--- src/hw/timetag_consts.svh ---
`ifndef TIMETAG_CONSTS_SVH
`define TIMETAG_CONSTS_SVH

// Command targets
`define TT_NUM_TARGETS 6
`define TT_TGT_CAPTURE 0
`define TT_TGT_SEQ_RUN 1
`define TT_TGT_SEQ0 2

// Detector and laser channels
`define TT_NUM_CHANNELS 4

// Timestamp counter width
`define TT_TS_WIDTH 39

// Sample buffer, power of two
`define TT_FIFO_DEPTH 8

// Bytes per sample on the host link
`define TT_SAMPLE_BYTES 6

`endif
--- src/hw/timetag_pkg.sv ---
`include "timetag_consts.svh"

package timetag_pkg;

	// One byte of the host command stream
	typedef logic [7:0] cmd_byte_t;

	// One bit per command target
	typedef logic [`TT_NUM_TARGETS-1:0] target_mask_t;

	// Sample as sent to the host, top bit first
	typedef struct packed {
		logic lost;
		logic [`TT_TS_WIDTH-1:0] ts;
		logic [`TT_NUM_CHANNELS-1:0] lasers;
		logic [`TT_NUM_CHANNELS-1:0] dets;
	} sample_t;

	// Accepted samples, wraps
	typedef logic [15:0] sample_count_t;

endpackage

--- src/hw/timetag.sv ---
`timescale 1ns/1ps
`include "timetag_consts.svh"

module timetag import timetag_pkg::*;
(
	input logic clk,
	input logic arst_n,
	input logic cmd_wr,
	input cmd_byte_t cmd_in,
	input logic data_ack,
	input logic [`TT_NUM_CHANNELS-1:0] detectors,
	output logic data_rdy,
	output cmd_byte_t data,
	output logic [`TT_NUM_CHANNELS-1:0] laser_en,
	output logic [`TT_NUM_CHANNELS-1:0] pulse_seq_operate,
	output logic capture_operate,
	output sample_count_t sample_count
);

	target_mask_t cmd_mask;
	target_mask_t tgt_ack;
	cmd_byte_t cmd_data;
	logic cmd_ack;
	logic [7:0] cap_strobes;
	logic [7:0] run_strobes;

	logic sample_rdy;
	sample_t timer_sample;
	sample_t fifo_in;
	sample_t fifo_out;
	logic fifo_wr;
	logic fifo_rd;
	logic fifo_full;
	logic fifo_empty;
	logic samp_lost;

	assign cmd_ack = |tgt_ack;

	cmd_parser u_parser (
		.clk(clk),
		.arst_n(arst_n),
		.cmd_wr(cmd_wr),
		.cmd_in(cmd_in),
		.cmd_ack(cmd_ack),
		.cmd_mask(cmd_mask),
		.cmd_data(cmd_data)
	);

	strobe_bits_controller u_capture_ctrl (
		.clk(clk),
		.arst_n(arst_n),
		.mask_bit(cmd_mask[`TT_TGT_CAPTURE]),
		.cmd_data(cmd_data),
		.cmd_ack(tgt_ack[`TT_TGT_CAPTURE]),
		.strobes(cap_strobes)
	);

	strobe_bits_controller u_seq_run_ctrl (
		.clk(clk),
		.arst_n(arst_n),
		.mask_bit(cmd_mask[`TT_TGT_SEQ_RUN]),
		.cmd_data(cmd_data),
		.cmd_ack(tgt_ack[`TT_TGT_SEQ_RUN]),
		.strobes(run_strobes)
	);

	// Run latches, clear beats set
	always_ff @(posedge clk or negedge arst_n)
	begin
		if (!arst_n)
		begin
			capture_operate <= 1'b0;
			pulse_seq_operate <= '0;
		end
		else
		begin
			capture_operate <= (capture_operate | cap_strobes[0]) & ~cap_strobes[1];
			for (int i = 0; i < `TT_NUM_CHANNELS; i++)
				pulse_seq_operate[i] <= (pulse_seq_operate[i] | run_strobes[2*i]) &
					~run_strobes[2*i+1];
		end
	end

	for (genvar i = 0; i < `TT_NUM_CHANNELS; i++)
	begin : g_seq
		pulse_sequencer u_seq (
			.clk(clk),
			.arst_n(arst_n),
			.operate(pulse_seq_operate[i]),
			.mask_bit(cmd_mask[`TT_TGT_SEQ0 + i]),
			.cmd_data(cmd_data),
			.cmd_ack(tgt_ack[`TT_TGT_SEQ0 + i]),
			.laser_en(laser_en[i])
		);
	end

	photon_timer u_timer (
		.clk(clk),
		.arst_n(arst_n),
		.operate(capture_operate),
		.reset_counter(cap_strobes[2]),
		.detectors(detectors),
		.lasers(laser_en),
		.sample_rdy(sample_rdy),
		.sample(timer_sample)
	);

	assign fifo_wr = sample_rdy && !fifo_full;

	// Flag a gap in the stream on the next accepted sample
	always_ff @(posedge clk or negedge arst_n)
	begin
		if (!arst_n)
			samp_lost <= 1'b0;
		else if (sample_rdy && fifo_full)
			samp_lost <= 1'b1;
		else if (fifo_wr)
			samp_lost <= 1'b0;
	end

	always_comb
	begin
		fifo_in = timer_sample;
		fifo_in.lost = samp_lost;
	end

	sample_fifo u_fifo (
		.clk(clk),
		.arst_n(arst_n),
		.wr_en(fifo_wr),
		.wr_data(fifo_in),
		.rd_en(fifo_rd),
		.rd_data(fifo_out),
		.full(fifo_full),
		.empty(fifo_empty)
	);

	sample_serializer u_serializer (
		.clk(clk),
		.arst_n(arst_n),
		.fifo_empty(fifo_empty),
		.fifo_data(fifo_out),
		.data_ack(data_ack),
		.fifo_rd(fifo_rd),
		.data_rdy(data_rdy),
		.data(data)
	);

	always_ff @(posedge clk or negedge arst_n)
	begin
		if (!arst_n)
			sample_count <= '0;
		else if (fifo_wr)
			sample_count <= sample_count + 1'b1;
	end

endmodule

--- src/hw/sample_serializer.sv ---
`timescale 1ns/1ps
`include "timetag_consts.svh"

module sample_serializer import timetag_pkg::*;
(
	input logic clk,
	input logic arst_n,
	input logic fifo_empty,
	input sample_t fifo_data,
	input logic data_ack,
	output logic fifo_rd,
	output logic data_rdy,
	output cmd_byte_t data
);

	logic [$bits(sample_t)-1:0] shift_q;
	logic [2:0] byte_idx;
	logic advance;

	// Idle cycle after the last byte comes from data_rdy itself
	assign fifo_rd = !data_rdy && !fifo_empty;
	assign advance = data_rdy && data_ack;
	assign data = shift_q[$bits(sample_t)-1 -: 8];

	always_ff @(posedge clk or negedge arst_n)
	begin
		if (!arst_n)
		begin
			data_rdy <= 1'b0;
			byte_idx <= '0;
		end
		else if (fifo_rd)
		begin
			data_rdy <= 1'b1;
			byte_idx <= 3'(`TT_SAMPLE_BYTES - 1);
		end
		else if (advance)
		begin
			if (byte_idx == '0)
				data_rdy <= 1'b0;
			else
				byte_idx <= byte_idx - 1'b1;
		end
	end

	// Top byte first
	always_ff @(posedge clk)
	begin
		if (fifo_rd)
			shift_q <= fifo_data;
		else if (advance)
			shift_q <= shift_q << 8;
	end

endmodule

--- src/hw/sample_fifo.sv ---
`timescale 1ns/1ps
`include "timetag_consts.svh"

module sample_fifo import timetag_pkg::*;
#(
	parameter int depth = `TT_FIFO_DEPTH
)
(
	input logic clk,
	input logic arst_n,
	input logic wr_en,
	input sample_t wr_data,
	input logic rd_en,
	output sample_t rd_data,
	output logic full,
	output logic empty
);

	localparam int addr_w = $clog2(depth);

	sample_t mem [depth];
	logic [addr_w:0] wr_ptr;
	logic [addr_w:0] rd_ptr;

	// Extra pointer bit tells full from empty
	assign empty = (wr_ptr == rd_ptr);
	assign full = (wr_ptr[addr_w] != rd_ptr[addr_w]) &&
		(wr_ptr[addr_w-1:0] == rd_ptr[addr_w-1:0]);

	// Head entry is always visible
	assign rd_data = mem[rd_ptr[addr_w-1:0]];

	always_ff @(posedge clk or negedge arst_n)
	begin
		if (!arst_n)
		begin
			wr_ptr <= '0;
			rd_ptr <= '0;
		end
		else
		begin
			if (wr_en)
				wr_ptr <= wr_ptr + 1'b1;
			if (rd_en)
				rd_ptr <= rd_ptr + 1'b1;
		end
	end

	always_ff @(posedge clk)
	begin
		if (wr_en)
			mem[wr_ptr[addr_w-1:0]] <= wr_data;
	end

	a_no_overflow: assert property (@(posedge clk) disable iff (!arst_n)
		wr_en |-> !full);

	a_no_underflow: assert property (@(posedge clk) disable iff (!arst_n)
		rd_en |-> !empty);

endmodule

--- src/hw/photon_timer.sv ---
`timescale 1ns/1ps
`include "timetag_consts.svh"

module photon_timer import timetag_pkg::*;
(
	input logic clk,
	input logic arst_n,
	input logic operate,
	input logic reset_counter,
	input logic [`TT_NUM_CHANNELS-1:0] detectors,
	input logic [`TT_NUM_CHANNELS-1:0] lasers,
	output logic sample_rdy,
	output sample_t sample
);

	logic [`TT_TS_WIDTH-1:0] ts;
	logic [`TT_NUM_CHANNELS-1:0] det_q;
	logic [`TT_NUM_CHANNELS-1:0] rose;
	logic hit;

	assign rose = detectors & ~det_q;
	assign hit = operate && (rose != '0);

	// Free running, wraps
	always_ff @(posedge clk or negedge arst_n)
	begin
		if (!arst_n)
			ts <= '0;
		else if (reset_counter)
			ts <= '0;
		else
			ts <= ts + 1'b1;
	end

	always_ff @(posedge clk or negedge arst_n)
	begin
		if (!arst_n)
		begin
			det_q <= '0;
			sample_rdy <= 1'b0;
		end
		else
		begin
			det_q <= detectors;
			sample_rdy <= hit;
		end
	end

	// Lost bit is filled in at the buffer
	always_ff @(posedge clk)
	begin
		if (hit)
		begin
			sample.lost <= 1'b0;
			sample.ts <= ts;
			sample.lasers <= lasers;
			sample.dets <= rose;
		end
	end

endmodule

--- src/hw/pulse_sequencer.sv ---
`timescale 1ns/1ps

module pulse_sequencer import timetag_pkg::*;
(
	input logic clk,
	input logic arst_n,
	input logic operate,
	input logic mask_bit,
	input cmd_byte_t cmd_data,
	output logic cmd_ack,
	output logic laser_en
);

	logic [7:0] pattern;
	logic load;

	assign load = mask_bit && !cmd_ack;

	always_ff @(posedge clk or negedge arst_n)
	begin
		if (!arst_n)
		begin
			cmd_ack <= 1'b0;
			laser_en <= 1'b0;
		end
		else
		begin
			cmd_ack <= load;
			laser_en <= operate && pattern[0];
		end
	end

	// Rotate right while running, position held when stopped
	always_ff @(posedge clk)
	begin
		if (load)
			pattern <= cmd_data;
		else if (operate)
			pattern <= {pattern[0], pattern[7:1]};
	end

endmodule

--- src/hw/strobe_bits_controller.sv ---
`timescale 1ns/1ps

module strobe_bits_controller import timetag_pkg::*;
(
	input logic clk,
	input logic arst_n,
	input logic mask_bit,
	input cmd_byte_t cmd_data,
	output logic cmd_ack,
	output logic [7:0] strobes
);

	logic fire;

	// Fresh command only, the ack masks the held one
	assign fire = mask_bit && !cmd_ack;

	always_ff @(posedge clk or negedge arst_n)
	begin
		if (!arst_n)
		begin
			cmd_ack <= 1'b0;
			strobes <= '0;
		end
		else
		begin
			cmd_ack <= fire;
			strobes <= fire ? cmd_data : '0;
		end
	end

	a_strobe_single: assert property (@(posedge clk) disable iff (!arst_n)
		(strobes != '0) |=> (strobes == '0));

endmodule

--- src/hw/cmd_parser.sv ---
`timescale 1ns/1ps
`include "timetag_consts.svh"

module cmd_parser import timetag_pkg::*;
(
	input logic clk,
	input logic arst_n,
	input logic cmd_wr,
	input cmd_byte_t cmd_in,
	input logic cmd_ack,
	output target_mask_t cmd_mask,
	output cmd_byte_t cmd_data
);

	logic have_tgt;
	cmd_byte_t cmd_tgt;
	target_mask_t tgt_onehot;
	logic take;

	// New bytes only when nothing is pending
	assign take = cmd_wr && (cmd_mask == '0);

	// Out of range targets decode to no bit at all
	always_comb
	begin
		for (int i = 0; i < `TT_NUM_TARGETS; i++)
			tgt_onehot[i] = (cmd_tgt == 8'(i));
	end

	always_ff @(posedge clk or negedge arst_n)
	begin
		if (!arst_n)
		begin
			have_tgt <= 1'b0;
			cmd_mask <= '0;
		end
		else if (take)
		begin
			have_tgt <= !have_tgt;
			if (have_tgt)
				cmd_mask <= tgt_onehot;
		end
		else if (cmd_ack)
			cmd_mask <= '0;
	end

	always_ff @(posedge clk)
	begin
		if (take && !have_tgt)
			cmd_tgt <= cmd_in;
		if (take && have_tgt)
			cmd_data <= cmd_in;
	end

	a_mask_onehot: assert property (@(posedge clk) disable iff (!arst_n)
		$onehot0(cmd_mask));

endmodule

--- config.mk ---
export PLATFORM = sky130hd
export DESIGN_NAME = timetag
export DESIGN_NICKNAME = d
export VERILOG_FILES = /design/src/hw/timetag_pkg.sv /design/src/hw/timetag.sv /design/src/hw/sample_serializer.sv /design/src/hw/sample_fifo.sv /design/src/hw/photon_timer.sv /design/src/hw/pulse_sequencer.sv /design/src/hw/strobe_bits_controller.sv /design/src/hw/cmd_parser.sv
export VERILOG_INCLUDE_DIRS = /design/src /design/src/hw
export SDC_FILE = /design/constraint.sdc
export NUM_CORES = 1
export LEC_CHECK = 0
export ABC_AREA = 0
export BUFFER_PORTS_ARGS = -buffer_cell sky130_fd_sc_hd__buf_4
export CAP_MARGIN = 20
export CORE_MARGIN = 5
export CORE_UTILIZATION = 41
export DETAILED_ROUTE_END_ITERATION = 6
export PLACE_DENSITY = 0.65
export SYNTH_ARGS = -nofsm -noshare
export SYNTH_HDL_FRONTEND = slang
export SYNTH_SLANG_ARGS = --single-unit
--- constraint.sdc ---
create_clock -name clk -period 8.7 [get_ports clk]
set_input_delay 1.74 -clock clk [delete_from_list [all_inputs] [get_ports clk]]
set_output_delay 1.74 -clock clk [all_outputs]
set_load 0.05 [all_outputs]
==> results.ini <==
[detailed_routing]
wirelength_um = 46250
first_iter_violations = 858
firstDrtPassIters = 4
num_vias = 11770
drt_drc_violations_left = 0
postRouteAntennaNets = 0
via_per_inst = 5.357
wl_per_cell_um = 21.04

[timing]
finalHoldViolations = 0
fin_tns_setup_ns = 0
tightest_slew_ns = 1.005
timing.final.crit_share_pct = 36.17
max_slew_margin_pct = 33.03
finalSetupViolCount = 0
slew_violations = 0
timing.fmax_mhz = 317.8
fin_crit_ns = 3.147
holdWs_ns = 0.3931
rsz0062_at_grt = no
fin_worst_skew_ns = 0.01813

[synth]
synth_top_flop_cell = edfxtp_1
ys_seq_area_share_pct = 75.19
ys_ff_latch = 633
async_reset_ff_share_pct = 16.75
yosysWarnings = 0
synth_edf_count = 527
syn_area_um2 = 24580
synth_cell_types = 47
syn_inst = 1328
syn_avg_cell_area_um2 = 18.51
syn-num-nets = 1350

[floorplan]
core_area_um2 = 59240
row_count = 89
num_io_pins = 50
start_util_pct = 41.48
fp.dieArea_um2 = 64940
die_h_um = 254.8
die_width_um = 254.8

[critical_path]
path_max_fanout = 48
path_delay_family = flip-flops
path_cells = xor2_1 -> o41a_1 -> nand2_1 -> nor3b_2 -> buf_4
crit_start = u_fifo.rd_ptr[0]$_DFFE_PN0P_
crit_end = u_fifo.mem[5][36]$_DFFE_PP_
slowest_delay_ns = 0.87
r2r-end = u_fifo.mem[5][36]$_DFFE_PP_
r2r-start = u_fifo.rd_ptr[0]$_DFFE_PN0P_
start_kind = flip-flop
crit_buf_inv = 1
critical_path_class = flip-flop to flip-flop
worst_ep_arrival_time_ns = 3.37
critPathCaptureType = flip-flop
required_ns = 8.92
rr_worst_depth = 5
cp.depth = 5
rrSetupSlack_ns = 5.55
cp_slowest_cell = dfrtp_4

[layout]
num_antenna_cells = 0
final_cells = 2198
layout-drive-gt1-share_pct = 22.53
final_common_cell = edfxtp_1
mostFrequentLayoutCells = edfxtp_1 (527), dfrtp_1 (103), mux4_2 (96)
area_delta_synth_final_pct = 12.92
num-nets-final = 1396

[placement]
dp_hpwl_um = 24140
place_inst = 2085
io_buffers = 49
place.gp.congestion = 0.7770

[power_and_ir_drop]
sequentialPowerShare_pct = 49.2
vdd_drop_max_v = 0.0002419
power_mw = 9.187
clkPwrFrac_pct = 29.6
netSwitchingFraction_pct = 28.81
p_comb_share_pct = 21.2
switchingPower_mw = 2.646
internal_power_mw = 6.541
pwr_density_cell_nw_per_um2 = 331.0
p_leak_nw = 9.529

[clocking]
path_clk_slew_ns = 0.07
clock_sinks = 633
htree_num_levels = 2
cts_setup_buffers = 0
cts-buffers-inserted = 59
hold_buffers = 0
cts_tree = yes
cts_resized = 0
clk_path_buf_depth = 3
root_buffer = clkbuf_16
clk_latency_ns = 0.62

[run_status]
status = finished, final reports clean

[global_route]
first_global_vias = 12500
grt_first_pass_wirelength_um = 73000
grt_antenna_before_repair = 0
grt_max_degree = 84
grt_usage_pct = 14.40
grt.overflow.total = 0

[run]
drv_cap = 0

[min_path]
hold_class = flip-flop to flip-flop

area by class of cell:
| type | count | area (um^2) |
|---|---|---|
| clock buffers | 83 | 1687 |
| clock inverters | 29 | 400.4 |
| fillers | 4962 | 31490 |
| inverters | 13 | 48.80 |
| multi-input cells | 599 | 5649 |
| flip-flops and latches | 633 | 18490 |
| well taps | 773 | 967.2 |
| repair buffers | 68 | 510.5 |
power groups by stage:
stage	logic [mW]	registers [mW]	clock network, mW
CTS	2.00	4.53	2.78
global route	2.13	4.59	2.91
finish	1.95	4.52	2.72
floorplan	1.62	4.37	0
global placement	1.95	4.55	0
detailed placement	1.98	4.59	0
Yosys cell counts (all sizes together) (10+ instances only):
cell	count	share of area [%]
mux2i	49	2.0
nand3	16	0.33
and2	18	0.46
dfrtp	106	11
o31ai	15	0.46
and3	11	0.28
nand2	38	0.59
mux2	37	1.7
or4	17	0.52
edfxtp	527	64
mux4	96	8.8
xor2	20	0.71
nor2b	12	0.31
nand4	25	0.81
clkbuf	24	0.37
inv	13	0.20
nor3	10	0.20
buf	59	1.5
xnor2	21	0.75
nor4	10	0.31
a21oi	63	1.3
and4	11	0.39
nor2	81	1.2
worst reg2reg max path: cells and delay by family, from the launching register on:
family,cells,cell delay [ns]
flip-flops,1,0.87
AO/OA/AOI/OAI,1,0.40
AND/OR/NAND/NOR,2,0.39
buffers and inverters,1,0.72
XOR/XNOR,1,0.33
worst min-delay path by stage:
stage | from | end | slack [ns] | depth (start not counted)
floorplan | u_capture_ctrl.strobes[1]$_DFF_PN0_ | capture_operate$_DFF_PN0_ | 0.38 | 1
global placement | u_seq_run_ctrl.strobes[1]$_DFF_PN0_ | pulse_seq_operate[0]$_DFF_PN0_ | 0.38 | 1
detailed placement | u_seq_run_ctrl.strobes[7]$_DFF_PN0_ | pulse_seq_operate[3]$_DFF_PN0_ | 0.38 | 1
CTS | u_seq_run_ctrl.strobes[7]$_DFF_PN0_ | pulse_seq_operate[3]$_DFF_PN0_ | 0.39 | 1
global route | u_seq_run_ctrl.strobes[7]$_DFF_PN0_ | pulse_seq_operate[3]$_DFF_PN0_ | 0.41 | 1
finish | u_seq_run_ctrl.strobes[3]$_DFF_PN0_ | pulse_seq_operate[1]$_DFF_PN0_ | 0.39 | 1
state kept, by name, summed over array words and instances (netlist names), 6 cells and up:
name,flops
g_seq.u_seq.pattern,32
sample_count,16
u_fifo.mem,384
u_parser.cmd_data,8
u_parser.cmd_mask,6
u_parser.cmd_tgt,8
u_seq_run_ctrl.strobes,8
u_serializer.shift_q,48
u_timer.sample,47
u_timer.ts,39
cells by family (layout without fill, tap and decap cells):
| logic type | after synthesis | count (layout) | share of synthesized area, % |
|---|---|---|---|
| xor+xnor | 41 | 41 | 1.461 |
| flops | 633 | 633 | 75.19 |
| buf+inv | 96 | 193 | 2.103 |
| simple gates | 273 | 273 | 6.114 |
| compound gates | 97 | 97 | 2.342 |
| fa+ha+maj | 6 | 6 | 0.3055 |
| mux | 182 | 182 | 12.49 |
metal layers:
| metal | GRT usage (%) | vias up | share of wire, % |
|---|---|---|---|
| met2 | 23.06 | 231 | 48 |
| li1 | - | 5310 | - |
| met3 | 2.276 | 63 | 4.4 |
| met4 | 3.861 | 0 | 1.9 |
| met5 | 0 | - | 0 |
| met1 | 20.91 | 6170 | 46 |
per-stage QoR:
stage	utilization, %	area, um^2	worst slack, ns
2_1_floorplan	-	24580	2.008
4_1_cts	46.83	27740	5.427
5_1_grt	46.84	27750	5.292
3_3_place_gp	43.31	25660	4.887
6_report	46.84	27750	5.553
3_5_place_dp	43.31	25660	4.765
No activity file was read; power rests on OpenSTA's default activity.
